**src/verilog/wb_map_pkg.sv**
```systemverilog
// Control slave bus widths, register map and reset values
package wb_map_pkg;

   ////////////////////////////////////////////////////////////////////
   // Bus geometry

   localparam int WB_DW     = 16;   // Data width
   localparam int WB_AW     = 11;   // Address width
   localparam int REG_OFS_W = 7;    // Decoded low address bits

   typedef logic [REG_OFS_W-1:0] reg_ofs_t;

   ////////////////////////////////////////////////////////////////////
   // Register byte offsets

   localparam reg_ofs_t REG_LEDS         = 7'd0;    // rw
   localparam reg_ofs_t REG_SWITCHES     = 7'd2;    // ro, buttons and DIP
   localparam reg_ofs_t REG_TEST         = 7'd4;    // rw scratch
   localparam reg_ofs_t REG_XFER_RATE    = 7'd6;    // rw, enables and divider
   localparam reg_ofs_t REG_UNDERRUN_CNT = 7'd8;    // ro
   localparam reg_ofs_t REG_OVERRUN_CNT  = 7'd10;   // ro
   localparam reg_ofs_t REG_STATUS       = 7'd12;   // ro flags, write clears

   // Returned for any offset not in the map
   localparam logic [WB_DW-1:0] UNMAPPED_VALUE = 16'hBEEF;

   ////////////////////////////////////////////////////////////////////
   // Reset values

   localparam logic [WB_DW-1:0] LEDS_RST      = '0;
   localparam logic [WB_DW-1:0] TEST_RST      = '0;
   localparam logic [WB_DW-1:0] XFER_RATE_RST = '0;   // Both paths disabled

endpackage

```
**src/verilog/xfer_pkg.sv**
```systemverilog
// Stream payload types and pacing constants for the TX and RX paths
package xfer_pkg;

   ////////////////////////////////////////////////////////////////////
   // Pacing and accounting widths

   localparam int RATE_W = 8;    // Slot divider width
   localparam int CNT_W  = 16;   // Event counter width

   // Bit positions inside the transfer-rate register
   localparam int XFER_TX_EN_BIT = 15;
   localparam int XFER_RX_EN_BIT = 14;
   // Rate field sits in the low RATE_W bits

   ////////////////////////////////////////////////////////////////////
   // Payloads

   localparam int FRAME_DW = 32;   // Host data bits per word
   localparam int OCC_W    = 2;    // Valid byte occupancy
   localparam int IQ_W     = 16;   // One sample component

   // Host frame word, 34 bits
   typedef struct packed {
      logic [OCC_W-1:0]    occ;    // Bytes in use on the last word
      logic [FRAME_DW-1:0] data;
   } frame_word_t;

   // Radio sample, 32 bits
   typedef struct packed {
      logic [IQ_W-1:0] i;
      logic [IQ_W-1:0] q;
   } sample_t;

endpackage

```
**src/verilog/xfer_ifs.sv**
```systemverilog
// Ready/ready stream interface and pacer status interface
`timescale 1ns/1ps

////////////////////////////////////////////////////////////////////////
// Stream of one payload type, word moves when src_rdy and dst_rdy
// are both high on a rising edge

interface stream_if #(
   parameter type payload_t = logic
);

   payload_t data;
   logic     sof;       // First word of a frame
   logic     eof;       // Last word of a frame
   logic     src_rdy;   // Producer has a word
   logic     dst_rdy;   // Consumer takes a word

   // Producer side
   modport src (
      output data,
      output sof,
      output eof,
      output src_rdy,
      input  dst_rdy
   );

   // Consumer side
   modport dst (
      input  data,
      input  sof,
      input  eof,
      input  src_rdy,
      output dst_rdy
   );

endinterface

////////////////////////////////////////////////////////////////////////
// Underrun and overrun results from the status block

interface status_if import xfer_pkg::*; ();

   logic [CNT_W-1:0] underrun_cnt;
   logic [CNT_W-1:0] overrun_cnt;
   logic             underrun_flag;   // Sticky
   logic             overrun_flag;    // Sticky
   logic             clear;           // One cycle, from the register block

   modport prod (
      output underrun_cnt,
      output overrun_cnt,
      output underrun_flag,
      output overrun_flag,
      input  clear
   );

   modport cons (
      input  underrun_cnt,
      input  overrun_cnt,
      input  underrun_flag,
      input  overrun_flag,
      output clear
   );

endinterface

```
**src/verilog/fifo_pacer.sv**
```systemverilog
// Releases one stream word per rate+1 cycles and flags missed slots
`timescale 1ns/1ps

module fifo_pacer #(
   parameter type payload_t = logic,
   parameter int  RATE_W    = 8
) (
   input  logic              wb_clk,
   input  logic              wb_rst,

   input  logic [RATE_W-1:0] rate_i,     // Slot period minus one
   input  logic              enable_i,

   stream_if.dst             up_s,       // From the producer
   stream_if.src             down_s,     // To the consumer

   output logic              underrun_o, // Slot with nothing to send
   output logic              overrun_o   // Slot blocked by consumer
);

   logic [RATE_W-1:0] slot_cnt;
   logic              slot;
   payload_t          word;

   ////////////////////////////////////////////////////////////////////
   // Slot counter

   // Wraps at the rate, held at zero while disabled
   always_ff @(posedge wb_clk)
   begin
      if (wb_rst || !enable_i)
      begin
         slot_cnt <= '0;
      end
      else if (slot_cnt >= rate_i)   // Also recovers if rate drops
      begin
         slot_cnt <= '0;
      end
      else
      begin
         slot_cnt <= slot_cnt + 1'b1;
      end
   end

   assign slot = enable_i && (slot_cnt >= rate_i);

   ////////////////////////////////////////////////////////////////////
   // Strobe gating

   // Payload passes straight through, only the strobes are paced
   assign word        = up_s.data;
   assign down_s.data = word;
   assign down_s.sof  = up_s.sof;
   assign down_s.eof  = up_s.eof;

   assign down_s.src_rdy = slot & up_s.src_rdy;
   assign up_s.dst_rdy   = slot & down_s.dst_rdy;

   // A blocked slot is simply lost
   assign underrun_o = slot & ~up_s.src_rdy;
   assign overrun_o  = slot & ~down_s.dst_rdy;

endmodule

```
**src/verilog/xfer_status.sv**
```systemverilog
// Sticky flags and saturating counters for pacer underrun and overrun
`timescale 1ns/1ps

module xfer_status import xfer_pkg::*; (
   input  logic wb_clk,
   input  logic wb_rst,

   input  logic tx_underrun_i,   // From the TX pacer
   input  logic rx_overrun_i,    // From the RX pacer

   status_if.prod st
);

   logic [CNT_W-1:0] underrun_cnt;
   logic [CNT_W-1:0] overrun_cnt;
   logic             underrun_flag;
   logic             overrun_flag;

   // Clear takes priority over an event in the same cycle
   always_ff @(posedge wb_clk)
   begin
      if (wb_rst || st.clear)
      begin
         underrun_cnt  <= '0;
         overrun_cnt   <= '0;
         underrun_flag <= 1'b0;
         overrun_flag  <= 1'b0;
      end
      else
      begin
         if (tx_underrun_i)
         begin
            underrun_flag <= 1'b1;
            if (underrun_cnt != '1)   // Saturate
               underrun_cnt <= underrun_cnt + 1'b1;
         end
         if (rx_overrun_i)
         begin
            overrun_flag <= 1'b1;
            if (overrun_cnt != '1)
               overrun_cnt <= overrun_cnt + 1'b1;
         end
      end
   end

   assign st.underrun_cnt  = underrun_cnt;
   assign st.overrun_cnt   = overrun_cnt;
   assign st.underrun_flag = underrun_flag;
   assign st.overrun_flag  = overrun_flag;

endmodule

```
**src/verilog/wb_regs.sv**
```systemverilog
// Wishbone control slave for LEDs, switches, test, rate and pacer status
`timescale 1ns/1ps

module wb_regs import wb_map_pkg::*, xfer_pkg::*; #(
   parameter int RATE_W = xfer_pkg::RATE_W
) (
   input  logic              wb_clk,
   input  logic              wb_rst,

   input  logic [WB_AW-1:0]  wb_adr_i,
   input  logic [WB_DW-1:0]  wb_dat_i,
   output logic [WB_DW-1:0]  wb_dat_o,
   input  logic              wb_we_i,
   input  logic              wb_stb_i,
   input  logic              wb_cyc_i,
   output logic              wb_ack_o,

   input  logic [7:0]        dip_sw_i,
   input  logic [2:0]        debug_pb_i,
   output logic [2:0]        debug_led_o,

   output logic              tx_enable_o,
   output logic              rx_enable_o,
   output logic [RATE_W-1:0] rate_o,

   status_if.cons            st
);

   logic [WB_DW-1:0] reg_leds;
   logic [WB_DW-1:0] reg_test;
   logic [WB_DW-1:0] reg_xfer_rate;
   reg_ofs_t         ofs;
   logic             wr_en;

   assign ofs      = wb_adr_i[REG_OFS_W-1:0];
   assign wb_ack_o = wb_stb_i & wb_cyc_i;   // Zero wait states
   assign wr_en    = wb_ack_o & wb_we_i;

   ////////////////////////////////////////////////////////////////////
   // Register writes

   always_ff @(posedge wb_clk)
   begin
      if (wb_rst)
      begin
         reg_leds      <= LEDS_RST;
         reg_test      <= TEST_RST;
         reg_xfer_rate <= XFER_RATE_RST;
      end
      else if (wr_en)
      begin
         case (ofs)
            REG_LEDS      : reg_leds      <= wb_dat_i;
            REG_TEST      : reg_test      <= wb_dat_i;
            REG_XFER_RATE : reg_xfer_rate <= wb_dat_i;
            default       : ;                       // Read-only or unmapped
         endcase
      end
   end

   // Status write only clears, data is ignored
   assign st.clear = wr_en && (ofs == REG_STATUS);

   ////////////////////////////////////////////////////////////////////
   // Decoded controls

   assign tx_enable_o = reg_xfer_rate[XFER_TX_EN_BIT];
   assign rx_enable_o = reg_xfer_rate[XFER_RX_EN_BIT];
   assign rate_o      = reg_xfer_rate[RATE_W-1:0];

   // LEDs are not in bit order on the board
   assign debug_led_o = {reg_leds[2], reg_leds[0], reg_leds[1]};

   ////////////////////////////////////////////////////////////////////
   // Readback

   always_comb
   begin
      case (ofs)
         REG_LEDS         : wb_dat_o = reg_leds;
         REG_SWITCHES     : wb_dat_o = {{(WB_DW-11){1'b0}}, debug_pb_i, dip_sw_i};
         REG_TEST         : wb_dat_o = reg_test;
         REG_XFER_RATE    : wb_dat_o = reg_xfer_rate;
         REG_UNDERRUN_CNT : wb_dat_o = st.underrun_cnt;
         REG_OVERRUN_CNT  : wb_dat_o = st.overrun_cnt;
         REG_STATUS       :
         begin
            // Underrun in bit 0, overrun in bit 1
            wb_dat_o = {{(WB_DW-2){1'b0}}, st.overrun_flag, st.underrun_flag};
         end
         default          : wb_dat_o = UNMAPPED_VALUE;
      endcase
   end

endmodule

```
**src/verilog/u1e_xfer_top.sv**
```systemverilog
// Paced TX and RX streaming core with its Wishbone control slave
`timescale 1ns/1ps

module u1e_xfer_top import wb_map_pkg::*, xfer_pkg::*; #(
   parameter int RATE_W = xfer_pkg::RATE_W
) (
   input  logic             wb_clk,
   input  logic             wb_rst,

   // Wishbone slave
   input  logic [WB_AW-1:0] wb_adr_i,
   input  logic [WB_DW-1:0] wb_dat_i,
   input  logic             wb_we_i,
   input  logic             wb_stb_i,
   input  logic             wb_cyc_i,
   output logic [WB_DW-1:0] wb_dat_o,
   output logic             wb_ack_o,

   // Board
   input  logic [7:0]       dip_sw_i,
   input  logic [2:0]       debug_pb_i,
   output logic [2:0]       debug_led_o,

   // TX host side
   input  frame_word_t      tx_in_data_i,
   input  logic             tx_in_sof_i,
   input  logic             tx_in_eof_i,
   input  logic             tx_in_src_rdy_i,
   output logic             tx_in_dst_rdy_o,

   // TX radio side
   output frame_word_t      tx_out_data_o,
   output logic             tx_out_sof_o,
   output logic             tx_out_eof_o,
   output logic             tx_out_src_rdy_o,
   input  logic             tx_out_dst_rdy_i,

   // RX radio side
   input  sample_t          rx_in_data_i,
   input  logic             rx_in_sof_i,
   input  logic             rx_in_eof_i,
   input  logic             rx_in_src_rdy_i,
   output logic             rx_in_dst_rdy_o,

   // RX host side
   output sample_t          rx_out_data_o,
   output logic             rx_out_sof_o,
   output logic             rx_out_eof_o,
   output logic             rx_out_src_rdy_o,
   input  logic             rx_out_dst_rdy_i,

   output logic             tx_underrun_o,   // Sticky, cleared by status write
   output logic             rx_overrun_o
);

   logic              tx_enable;
   logic              rx_enable;
   logic [RATE_W-1:0] rate;
   logic              tx_underrun;
   logic              rx_overrun;

   stream_if #(.payload_t(frame_word_t)) tx_up_s ();
   stream_if #(.payload_t(frame_word_t)) tx_down_s ();
   stream_if #(.payload_t(sample_t))     rx_up_s ();
   stream_if #(.payload_t(sample_t))     rx_down_s ();
   status_if                             st ();

   ////////////////////////////////////////////////////////////////////
   // Control and status

   wb_regs #(.RATE_W(RATE_W)) regs (
      .wb_clk, .wb_rst,
      .wb_adr_i, .wb_dat_i, .wb_dat_o, .wb_we_i, .wb_stb_i, .wb_cyc_i, .wb_ack_o,
      .dip_sw_i, .debug_pb_i, .debug_led_o,
      .tx_enable_o (tx_enable),
      .rx_enable_o (rx_enable),
      .rate_o      (rate),
      .st          (st.cons)
   );

   xfer_status status (
      .wb_clk, .wb_rst,
      .tx_underrun_i (tx_underrun),
      .rx_overrun_i  (rx_overrun),
      .st            (st.prod)
   );

   assign tx_underrun_o = st.underrun_flag;
   assign rx_overrun_o  = st.overrun_flag;

   ////////////////////////////////////////////////////////////////////
   // TX path, host to radio

   assign tx_up_s.data     = tx_in_data_i;
   assign tx_up_s.sof      = tx_in_sof_i;
   assign tx_up_s.eof      = tx_in_eof_i;
   assign tx_up_s.src_rdy  = tx_in_src_rdy_i;
   assign tx_in_dst_rdy_o  = tx_up_s.dst_rdy;

   fifo_pacer #(.payload_t(frame_word_t), .RATE_W(RATE_W)) tx_pacer (
      .wb_clk, .wb_rst,
      .rate_i     (rate),
      .enable_i   (tx_enable),
      .up_s       (tx_up_s.dst),
      .down_s     (tx_down_s.src),
      .underrun_o (tx_underrun),
      .overrun_o  ()                 // Radio side never stalls the count
   );

   assign tx_out_data_o     = tx_down_s.data;
   assign tx_out_sof_o      = tx_down_s.sof;
   assign tx_out_eof_o      = tx_down_s.eof;
   assign tx_out_src_rdy_o  = tx_down_s.src_rdy;
   assign tx_down_s.dst_rdy = tx_out_dst_rdy_i;

   ////////////////////////////////////////////////////////////////////
   // RX path, radio to host

   assign rx_up_s.data     = rx_in_data_i;
   assign rx_up_s.sof      = rx_in_sof_i;
   assign rx_up_s.eof      = rx_in_eof_i;
   assign rx_up_s.src_rdy  = rx_in_src_rdy_i;
   assign rx_in_dst_rdy_o  = rx_up_s.dst_rdy;

   fifo_pacer #(.payload_t(sample_t), .RATE_W(RATE_W)) rx_pacer (
      .wb_clk, .wb_rst,
      .rate_i     (rate),
      .enable_i   (rx_enable),
      .up_s       (rx_up_s.dst),
      .down_s     (rx_down_s.src),
      .underrun_o (),
      .overrun_o  (rx_overrun)
   );

   assign rx_out_data_o     = rx_down_s.data;
   assign rx_out_sof_o      = rx_down_s.sof;
   assign rx_out_eof_o      = rx_down_s.eof;
   assign rx_out_src_rdy_o  = rx_down_s.src_rdy;
   assign rx_down_s.dst_rdy = rx_out_dst_rdy_i;

endmodule

```
**config.mk**
```make
export PLATFORM = sky130hd
export DESIGN_NAME = u1e_xfer_top
export DESIGN_NICKNAME = d
export VERILOG_FILES = /design/src/verilog/wb_map_pkg.sv /design/src/verilog/xfer_pkg.sv /design/src/verilog/xfer_ifs.sv /design/src/verilog/fifo_pacer.sv /design/src/verilog/xfer_status.sv /design/src/verilog/wb_regs.sv /design/src/verilog/u1e_xfer_top.sv
export SDC_FILE = /design/constraint.sdc
export NUM_CORES = 1
export LEC_CHECK = 0
export BUFFER_PORTS_ARGS = -buffer_cell sky130_fd_sc_hd__buf_2
export CAP_MARGIN = 20
export CORE_UTILIZATION = 25
export DETAILED_ROUTE_END_ITERATION = 16
export GPL_ROUTABILITY_DRIVEN = 1
export PLACE_DENSITY = 0.5
export SYNTH_ARGS = -nofsm -noshare
export SYNTH_HDL_FRONTEND = slang
export SYNTH_HIERARCHICAL = 1
export SYNTH_SLANG_ARGS = --single-unit
```
**constraint.sdc**
```tcl
create_clock -name wb_clk -period 5.45 [get_ports wb_clk]
set_input_delay 0.2725 -clock wb_clk [delete_from_list [all_inputs] [get_ports wb_clk]]
set_output_delay 0.2725 -clock wb_clk [all_outputs]
set_load 0.05 [all_outputs]
```
# Word level (Yosys, flattened, before mapping)

Cells that the tools add are included.
W data, S select, Z words.

Output and inout port bits: 96
Latch bits: 0
Bits of input ports: 117
ROM bits: 0
Memory bits (writable): 0
Memories: 0
Logic and storage cells: 50
Register bits: 98

Shift operators: 0
Magnitude comparators: 2
$mul: 0
Eq/ne operators: 8
Divide/modulo/power cells: 0
Reduce and logical (&&, ||, !) cells: 16
Bitwise operators: 10
Multiplexer cells: 1
$add $sub $neg: 4

Operators by type and width:

| operator                | count |
|---|---|
| $pmux W16 S7            | 1 |
| $add A16 B1 Y16 const B | 2 |
| $ne A16 B16 Y1 const B  | 2 |
| $eq A7 B4 Y1 const B    | 3 |
| $add A8 B1 Y8 const B   | 2 |
| $ge A8 B8 Y1            | 2 |
| $eq A7 B3 Y1 const B    | 2 |
| $reduce_and A2 Y1       | 5 |
| $and A1 B1 Y1           | 8 |
| $eq A7 B2 Y1 const B    | 1 |
| $logic_not A7 Y1        | 1 |
| $reduce_or A2 Y1        | 2 |
| $logic_and A1 B1 Y1     | 3 |
| $logic_or A1 B1 Y1      | 3 |
| $logic_not A1 Y1        | 2 |
| $not A1 Y1              | 2 |

# Depth between registers and ports, before layout

Gate-level depths: netlist of run 1.

Word-level depth: 4
Mapped depth: 11
Mapped depth without buffers: 10

# By module

Netlist of run 1, hierarchy kept.

By module, submodules not included:

| module                | sequential area each (um^2) | cells an instance | times used | area each (um^2) |
|---|---|---|---|---|
| wb_regs               | 960.9                       | 293               | 1          | 2,670.1 |
| xfer_status           | 680.7                       | 209               | 1          | 1,744.2 |
| fifo_pacer (tx_pacer) | 160.2                       | 103               | 1          | 809.5 |
| fifo_pacer (rx_pacer) | 160.2                       | 101               | 1          | 794.5 |

# Least setup slack after synthesis of run 1

OpenSTA, ideal clock, no wires.

Kind: register to register
From: reg regs.reg_xfer_rate[7]
To: reg status.underrun_cnt[14] (netlist: status/st.underrun_cnt[14])
Clock period less this slack: 2.828 ns
Slack: 2.622 ns
Data required time: 5.379 ns
Stages on the path, launching flop included: 12
Arrival time: 2.757 ns
Library setup time: 0.071 ns
Buffers on the path: 1
Cell sequence: dfxtp_1 buf_4 inv_1 ha_1 nand2_1 o21ai_0 a21oi_1 nor3b_1 nand4_1 a41o_2 or4_1 a21oi_1

Word-level cells in the longest chain between the ends: 4

Ends and longest elaborated chain:

| what                        | line               | source |
|---|---|---|
| start, declared             | wb_regs.sv:31      | `logic [WB_DW-1:0] reg_xfer_rate;` |
| start signal, assigned      | wb_regs.sv:55      | `REG_XFER_RATE : reg_xfer_rate <= wb_dat_i;` |
| $ge A8 B8 Y1                | fifo_pacer.sv:45   | `assign slot = enable_i && (slot_cnt >= rate_i);` |
| $logic_and A1 B1 Y1         | fifo_pacer.sv:45   |  |
| $and A1 B1 Y1               | fifo_pacer.sv:60   | `assign underrun_o = slot & ~up_s.src_rdy;` |
| via tx_underrun             | u1e_xfer_top.sv:59 | `logic tx_underrun;` |
| $reduce_and A2 Y1 (no line) | --                 |  |
| end signal, assigned        | xfer_status.sv:35  | `underrun_cnt <= underrun_cnt + 1'b1;` |
| end, declared               | xfer_status.sv:14  | `logic [CNT_W-1:0] underrun_cnt;` |

The timed path passes the listed nets, and every way through them passes these cells.
A chain may end at the register's enable or synchronous reset.

# Final worst setup path of run 1

From: reg regs.reg_xfer_rate[5]
To: reg status.overrun_cnt[13] (netlist: status/st.overrun_cnt[13])

Word-level cells in the longest chain between the ends: 4

Ends and longest elaborated chain:

| what                        | line               | source |
|---|---|---|
| $ge A8 B8 Y1                | fifo_pacer.sv:45   |  |
| $logic_and A1 B1 Y1         | fifo_pacer.sv:45   |  |
| $and A1 B1 Y1               | fifo_pacer.sv:61   | `assign overrun_o = slot & ~down_s.dst_rdy;` |
| via rx_overrun              | u1e_xfer_top.sv:60 | `logic rx_overrun;` |
| $reduce_and A2 Y1 (no line) | --                 |  |
| end signal, assigned        | xfer_status.sv:41  | `overrun_cnt <= overrun_cnt + 1'b1;` |
| end, declared               | xfer_status.sv:15  | `logic [CNT_W-1:0] overrun_cnt;` |

The timed path passes the listed nets, and every way through them passes these cells.

==> qor.yml, run 1 <==
cts:
  clk_transition_reported_paths_ps: 70
  clock_sinks: 98
  ctsResizeCount: 0
  htreeDepth: 3
  post-cts-setup-buffers: 0
  cts_tree: "built"
  hold_buffers: 0
  clockBufferDepth: 2
  root_buffer: "clkbuf_16"
  clkLatencyLatePin_ps: 350
  numCtsBuffers: 9
worst_hold_path:
  hp-class: "in -> reg"
  min_path_cells: 3
critical_path:
  reg2reg_depth: 10
  cp_common_cell: "a21oi_1"
  cp_top_family: "simple AND/OR/NAND/NOR gates"
  max_stage_delay_ps: 630
  critPathBufInv: 1
  worstPathArrival_ps: 3570
  cp-start-kind: "flop"
  crit_slowest_cell: "nor3b_1"
  crit_path_max_fanout: 8
  crit_type: "reg -> reg"
  worstSetupPathDepth: 10
  worst_setup_path_end_kind: "flop"
  worstPathRequired_ps: 5730
  cp_cell_sequence: "inv_1, ha_1, a21oi_1, o21ai_0, a21oi_1, nor3b_1, and4_1, nand4_2, or4_1, a21oi_1"
synthesis:
  syn-cell-area_sq_um: 6000
  post_synth.cell_area_avg_sq_um: 8.53
  synth_nets: 841
  yosys_warnings: 6
  syn_inst: 704
timing:
  setup_viol: 0
  slew_viol_final: 0
  setup_ws_ps: 2160
  slew_headroom: 0.362
  period_needed_ps: 3290
  max_freq_mhz: 304
  clock_skew_ps: 5.88
  worst_pin_slew_ps: 950
  period_share: 0.603
  setup-tns-final_ps: 0
  hold_violations: 0
  grt_setup_unrepaired: "no"
global_route:
  overflow: 0
  first_global_vias: 4417
  antenna_found_initial: 0
  grtUsageTotal: 0.135
  grt_pass1_wl_microns: 25200
  grt_max_degree: 59
placed_design:
  dp_hpwl_microns: 12000
  pre_cts_ws_ps: 2150
  place.gp.congestion: 0.802
  portBuffers: 68
detailed_routing:
  vias: 4781
  drc: 0
  drtPass1Iterations: 5
  drtAntennaViolNets: 0
  wire_per_inst_microns: 16.2
  vias_per_cell: 4.74
  wl_microns: 16400
  dr.first_iter.drc_count: 343
die:
  coreArea_sq_um: 23500
  die_h_microns: 157
  start_util: 0.255
  io_pins: 213
  dieArea_sq_um: 24600
  fp.dieW_microns: 157
  num_rows: 56
power:
  pwr-share-comb: 0.061
  total_leakage_power_nw: 2.16
  ir_worst_vdd_v: 0.000198
  power.switching_mw: 0.368
  internal_power_mw: 1.10
  p_sw_frac: 0.250
  power.share.clock: 0.453
  p_per_area_nw_per_um2: 231
  power_mw: 1.47
  power_frac_seq: 0.487
finish:
  area_growth_pct: 6.11
  layout.nets: 820
  drive_gt1_frac: 0.167
outcome:
  status: "finished, final reports clean"
job:
  cap_viol_max_count: 0
==> final timing paths <==
path	startpoint	endpoint	slack (ps)
max	regs/reg_xfer_rate[5]$_SDFFE_PP0P_	status/st.overrun_cnt[13]$_SDFFE_PP0P_	2160
min	wb_dat_i[9]	regs/reg_test[9]$_SDFFE_PP0P_	190
max reg2reg	regs/reg_xfer_rate[5]$_SDFFE_PP0P_	status/st.overrun_cnt[13]$_SDFFE_PP0P_	2160
min reg2reg	rx_pacer/slot_cnt[0]$_SDFF_PP0_	rx_pacer/slot_cnt[0]$_SDFF_PP0_	470
==> per-layer routing <==
metal	global-route usage	wire [microns]	up-vias
met5	0	0	-
met4	0.0481	277	0
met3	0.0286	779	28
met2	0.215	7470	117
met1	0.180	7820	2269
li1	-	-	2367
==> final cells by class <==
| cell class | instances | area (sq um) |
|---|---|---|
| well taps | 319 | 399 |
| fillers | 2626 | 17200 |
| inverters | 23 | 86.3 |
| repair buffers | 74 | 385 |
| clock buffers | 9 | 225 |
| diodes | 1 | 2.50 |
| multi-input cells | 477 | 3230 |
| clock inverters | 7 | 76.3 |
| flip-flops and latches | 98 | 1960 |
==> layout by cell type, fill, tap and decap left out, types with 10 or more instances in the layout <==
cell type,count
nor3_1,10
buf_2,68
or3_1,11
nand2_1,54
inv_1,23
nor2_1,101
a22oi_1,10
mux2i_1,70
o21ai_0,15
ha_1,20
nand3_1,19
a21oi_1,38
dfxtp_1,98
==> flip-flops by register name, indices dropped and copies added (netlist names) <==
register                 cells
status/st.overrun_cnt       16
regs/reg_test               16
rx_pacer/slot_cnt            8
status/st.underrun_cnt      16
status/st.overrun_flag       1
status/st.underrun_flag      1
tx_pacer/slot_cnt            8
regs/reg_leds               16
regs/reg_xfer_rate          16
==> worst reg2reg max path: stages (launching register included) <==
cell and delay (ps):
dfxtp_1 450, inv_1 70, ha_1 290, a21oi_1 60, o21ai_0 280, a21oi_1 160
nor3b_1 630, and4_1 370, nand4_2 220, or4_1 530, a21oi_1 150
==> power by group through the flow <==
stage,clock [mW],sequential (mW),combinational (mW)
6_report,0.666,0.716,0.0896
5_1_grt,0.711,0.716,0.0967
4_1_cts,0.684,0.716,0.0900
3_5_place_dp,0,0.733,0.0899
3_3_place_gp,0,0.733,0.0906
2_1_floorplan,0,0.733,0.189
==> stage by stage <==
step | utilization | instance area, sq um | std cells | hold slack [ps]
3_3_place_gp | 0.258 | 6070 | 991 | 447
5_1_grt | 0.270 | 6370 | 1007 | 196
3_5_place_dp | 0.258 | 6070 | 991 | 460
4_1_cts | 0.270 | 6370 | 1007 | 179
2_1_floorplan | - | 6000 | 704 | 419
6_report | 0.271 | 6370 | 1008 | 188
Power figures use the tool's default switching activity.
==> run 2: changes to the inputs <==
--- a/config.mk
+++ b/config.mk
@@ -10,7 +10,7 @@
 export CORE_UTILIZATION = 25
 export DETAILED_ROUTE_END_ITERATION = 16
 export GPL_ROUTABILITY_DRIVEN = 1
-export PLACE_DENSITY = 0.5
+export PLACE_DENSITY = 0.51
 export SYNTH_ARGS = -nofsm -noshare
 export SYNTH_HDL_FRONTEND = slang
 export SYNTH_HIERARCHICAL = 1
==> constraint.sdc (replaced) <==
create_clock -name wb_clk -period 3 [get_ports wb_clk]
set_input_delay 0.15 -clock wb_clk [delete_from_list [all_inputs] [get_ports wb_clk]]
set_output_delay 0.15 -clock wb_clk [all_outputs]
set_load 0.05 [all_outputs]
==> run 2 against run 1 <==
  * Final area up 2.1%
  * Maximum frequency grew 19%
  * Register-to-register slack worse by 1900 ps
  * Non-clock buffer count is 15 higher
  * Critical path depth grew 1
  * Final cell count increased by 1.4%
  * Combinational power is 92% higher
  * Clock power up 79%
  * Power increased by 81%
  * Hold slack got worse by 120 ps
  * Critical path type unchanged
==> qor.yml, run 2 (same netlist as run 1, synthesis figures left out) <==
critical_path:
  worstPathArrival_ps: 3040
  endpoint: "status/st.overrun_cnt[13]$_SDFFE_PP0P_"
  worstReg2RegStart: "regs/reg_xfer_rate[2]$_SDFFE_PP0P_"
  crit_type: "reg -> reg"
  max_stage_delay_ps: 500
  r2r_end: "status/st.overrun_cnt[13]$_SDFFE_PP0P_"
  worstPathRequired_ps: 3280
  worst_setup_path_end_kind: "flop"
  cp-start-kind: "flop"
  cp_common_cell: "a21oi_1"
  cp_cell_sequence: "inv_1, ha_1, nand2_1, o21ai_1, a21oi_1, nor3b_1, buf_4, and4_1, nand4_4, or4_1, a21oi_1"
  crit_slowest_cell: "or4_1"
  crit_path_max_fanout: 8
  reg2reg_depth: 11
  ff2ff_setup_slack_ps: 240
  cp-startpoint: "regs/reg_xfer_rate[2]$_SDFFE_PP0P_"
finish:
  drive_gt1_frac: 0.188
  layout.nets: 835
  fin_cells: 1022
  mostFrequentLayoutCells: "101 x nor2_1, 97 x dfxtp_1, 70 x mux2i_1, 68 x buf_2, 54 x nand2_1"
  num_antenna_cells: 0
  final_common_cell: "nor2_1"
  final_area_sq_um: 6500
  fillers: 2647
  area_growth_pct: 8.36
detailed_routing:
  drc: 0
  vias: 4763
  dr.first_iter.drc_count: 259
  drtAntennaViolNets: 0
  wire_per_inst_microns: 16.0
  drtPass1Iterations: 5
  wl_microns: 16400
  vias_per_cell: 4.66
global_route:
  grtUsageTotal: 0.138
  overflow: 0
  grt_pass1_wl_microns: 25700
  first_global_vias: 4445
  antenna_found_initial: 0
  grt_max_degree: 41
cts:
  htreeDepth: 3
  ctsResizeCount: 0
  post-cts-setup-buffers: 0
  cts_tree: "built"
  clkLatencyLatePin_ps: 360
  clk_transition_reported_paths_ps: 70
  hold_buffers: 0
  clock_sinks: 98
  numCtsBuffers: 9
  clockBufferDepth: 2
  root_buffer: "clkbuf_16"
outcome:
  status: "finished, final reports clean"
die:
  die_h_microns: 157
  fp.dieW_microns: 157
  coreArea_sq_um: 23500
  num_rows: 56
  dieArea_sq_um: 24600
  io_pins: 213
  start_util: 0.255
timing:
  slew_viol_final: 0
  period_share: 0.920
  setup_viol: 0
  slew_headroom: 0.486
  clock_skew_ps: 7.21
  period_needed_ps: 2760
  max_freq_mhz: 362
  worst_pin_slew_ps: 765
  setup-tns-final_ps: 0
  grt_setup_unrepaired: "no"
  hold_violations: 0
placed_design:
  dp.cells: 1006
  place.gp.congestion: 0.827
  placed_area_sq_um: 6190
  dp_hpwl_microns: 12400
  portBuffers: 68
power:
  power_mw: 2.66
  total_leakage_power_nw: 2.25
  p_per_area_nw_per_um2: 409
  ir_worst_vdd_v: 0.000270
worst_hold_path:
  min_path_cells: 3
  hp-class: "in -> reg"
job:
  cap_viol_max_count: 0
[run 2: cell types whose count changed in the layout (fill, tap and decap cells not counted)]
cell / delta
nor3b_2: +1
nand4_4: +1
nor3b_1: -1
o21ai_0: -2
buf_4: +14
dfxtp_1: -1
buf_12: +1
clkinv_4: -1
o21ai_1: +2
dfxtp_2: +1
nand4_2: -1
diode_2: -1
inv_8: -1
inv_6: +2
[run 2: through the flow]
stage / utilization / worst slack (ps) / hold WS [ps]
floorplan: - / 188 / 297
global placement: 0.263 / 167 / 300
detailed placement: 0.263 / 133 / 300
CTS: 0.276 / 85.3 / 53.2
global route: 0.276 / 11.9 / 54.4
finish: 0.276 / 240 / 63.7
[run 2: area by class of cell]
| cell class | instances | area [sq um] | area share |
|---|---|---|---|
| Tap cell | 319 | 399 | 0.0614 |
| Clock inverter | 7 | 73.8 | 0.0113 |
| Timing Repair Buffer | 89 | 510 | 0.0785 |
| Sequential cell | 98 | 1960 | 0.302 |
| Inverter | 23 | 86.3 | 0.0133 |
| Multi-Input combinational cell | 477 | 3250 | 0.499 |
| Clock buffer | 9 | 225 | 0.0346 |
[run 2: worst min path at each step]
| stage | startpoint | end |
|---|---|---|
| 3_5_place_dp | rx_in_data_i[24] | rx_out_data_o[24] |
| 3_3_place_gp | rx_in_data_i[24] | rx_out_data_o[24] |
| 2_1_floorplan | wb_dat_i[0] | regs/reg_test[0]$_SDFFE_PP0P_ |
| 4_1_cts | wb_dat_i[8] | regs/reg_leds[8]$_SDFFE_PP0P_ |
| 6_report | wb_dat_i[0] | regs/reg_leds[0]$_SDFFE_PP0P_ |
| 5_1_grt | wb_dat_i[15] | regs/reg_test[15]$_SDFFE_PP0P_ |
[run 2: layer usage]
| metal | wire length [microns] | track usage |
|---|---|---|
| met2 | 7750 | 0.226 |
| met3 | 820 | 0.0317 |
| met1 | 7510 | 0.177 |
| met4 | 293 | 0.0462 |
| met5 | 0 | 0 |
[run 2: worst max-delay path: cells and delay by family, from the launching register on]
family	cells	cell delay [ps]
adder cells (fa/ha/maj)	1	310
flip-flops	1	410
AO/OA/AOI/OAI	3	530
buffers and inverters	2	240
AND/OR/NAND/NOR	5	1190
[run 2: power by group]
group	total, mW	switching (mW)	internal [mW]	leakage (nW)
combinational	0.172	0.116	0.0556	1.31
clock	1.19	0.537	0.653	0.147
sequential	1.30	0.000328	1.30	0.789
==> run 3: changes to the inputs <==
--- a/config.mk
+++ b/config.mk
@@ -10,6 +10,7 @@
 export CORE_UTILIZATION = 25
 export DETAILED_ROUTE_END_ITERATION = 16
 export GPL_ROUTABILITY_DRIVEN = 1
+export GPL_TIMING_DRIVEN = 0
 export PLACE_DENSITY = 0.51
 export SYNTH_ARGS = -nofsm -noshare
 export SYNTH_HDL_FRONTEND = slang
==> run 3 against run 2 <==
  * Critical path depth stayed put
  * Non-clock buffer count is 157 higher
  * Core utilization is 4.1 points higher
  * Setup slack worse by 58 ps
  * Final cell count is 15% higher
  * Routed wire length is 9.4% higher
  * Sequential share of layout area is 3.9 points lower
  * Power is 12% higher
  * Maximum frequency is 2.1% lower
  * Sequential power hardly changed
  * Flip-flop and latch count stayed put
  * Register-to-register slack worse by 60 ps
  * Critical path type unchanged
==> qor.yml, run 3 (same netlist as run 1, synthesis figures left out) <==
critical_path:
  worst_setup_path_end_kind: "flop"
  max_stage_delay_ps: 520
  crit_path_max_fanout: 8
  worstPathArrival_ps: 3100
  cp-start-kind: "flop"
  crit_slowest_cell: "or4_1"
  crit_type: "reg -> reg"
  worstPathRequired_ps: 3290
  cp_cell_sequence: "buf_4, inv_1, ha_1, o211ai_1, nor2_1, a21oi_2, nor3b_4, and4_1, nand4_2, or4_1, a21oi_1"
die:
  die_h_microns: 157
  dieArea_sq_um: 24600
  start_util: 0.255
  fp.dieW_microns: 157
  io_pins: 213
  num_rows: 56
  coreArea_sq_um: 23500
finish:
  fillers: 2496
  fin_util: 0.317
  num_antenna_cells: 0
  mostFrequentLayoutCells: "140 x buf_2, 101 x nor2_1, 97 x dfxtp_1, 85 x buf_4, 70 x mux2i_1"
  layout.nets: 992
  final_area_sq_um: 7470
  seqCellArea_sq_um: 1960
  area_growth_pct: 24.4
  fin_cells: 1179
  drive_gt1_frac: 0.322
  multi_input_area_sq_um: 3280
  final_common_cell: "buf_2"
power:
  total_leakage_power_nw: 2.88
  power_mw: 2.99
  p_per_area_nw_per_um2: 400
  ir_worst_vdd_v: 0.000279
global_route:
  use_met2: 0.255
  grt_pass1_wl_microns: 27200
  busiest_layer: "met2"
  globalRouteMet3Util: 0.0262
  grtUsageMet1: 0.187
  grtUsageTotal: 0.147
  overflow: 0
  first_global_vias: 4889
  antenna_found_initial: 0
  grt_max_degree: 17
timing:
  period_needed_ps: 2820
  setup_viol: 0
  hold_violations: 0
  max_freq_mhz: 355
  setup-tns-final_ps: 0
  slew_viol_final: 0
  clock_skew_ps: 5.54
  setup_ws_ps: 182
  period_share: 0.939
  grt_setup_unrepaired: "no"
  fin_hold_ws_ps: 61.2
  worst_pin_slew_ps: 1060
  slew_headroom: 0.288
cts:
  cts_tree: "built"
  clkLatencyLatePin_ps: 360
  clk_transition_reported_paths_ps: 70
  numCtsBuffers: 9
  clockBufferDepth: 2
  root_buffer: "clkbuf_16"
  clock_sinks: 98
  htreeDepth: 3
placed_design:
  placed_area_sq_um: 7100
  dp.cells: 1161
  pre_cts_ws_ps: -669
  place.gp.congestion: 0.801
  portBuffers: 137
  dp_hpwl_microns: 13900
detailed_routing:
  drtAntennaViolNets: 0
  drtPass1Iterations: 5
  dr.first_iter.drc_count: 265
  drc: 0
  vias: 5400
  wl_microns: 17900
  wire_per_inst_microns: 15.2
  vias_per_cell: 4.58
outcome:
  status: "finished, final reports clean"
job:
  cap_viol_max_count: 0
worst_hold_path:
  hp-class: "in -> reg"
## run 3: metal layers
layer  routed length, microns  vias up
met4                      169        0
li1                         -     2726
met2                     8660      186
met3                      884       12
met1                     8210     2476
met5                        0        -
## run 3: where the power goes
group | internal [mW] | switching [mW] | total [mW]
clock | 0.676 | 0.544 | 1.22
sequential | 1.30 | 0.000322 | 1.30
combinational | 0.143 | 0.323 | 0.466
## run 3: timing repair
action,4_1_cts,5_1_grt
buffers inserted,1,1
gates resized for setup,6,9
pin swaps,1,2
endpoints found under the hold margin,0,0
hold buffers,0,0
setup endpoints to repair,18,10
## run 3: path summary, 6_finish.rpt
| check | slack (ps) | from | end | cells after the start |
|---|---|---|---|---|
| min reg2reg | 470 | tx_pacer/slot_cnt[0]$_SDFF_PP0_ | tx_pacer/slot_cnt[0]$_SDFF_PP0_ | 1 |
| min | 60 | wb_dat_i[9] | regs/reg_leds[9]$_SDFFE_PP0P_ | 3 |
| max reg2reg | 180 | regs/reg_xfer_rate[5]$_SDFFE_PP0P_ | status/st.overrun_cnt[13]$_SDFFE_PP0P_ | 11 |
| max | 180 | regs/reg_xfer_rate[5]$_SDFFE_PP0P_ | status/st.overrun_cnt[13]$_SDFFE_PP0P_ | 11 |
## run 3: cell type report
cell class              count  area share
multi-input cells         477       0.440
flip-flops and latches     98       0.263
plain buffers             106      0.0972
well taps                 319      0.0534
inverters                  23      0.0116
repair buffers            140      0.0948
clock buffers              11      0.0325
clock inverters             5     0.00821
## run 3: worst max-delay path, delay by kind of cell (launching register included)
family                   cells  cell delay, ps
AND/OR/NAND/NOR              5            1530
flip-flops                   1             380
AO/OA/AOI/OAI                3             370
adder cells (fa/ha/maj)      1             280
buffers and inverters        2             170
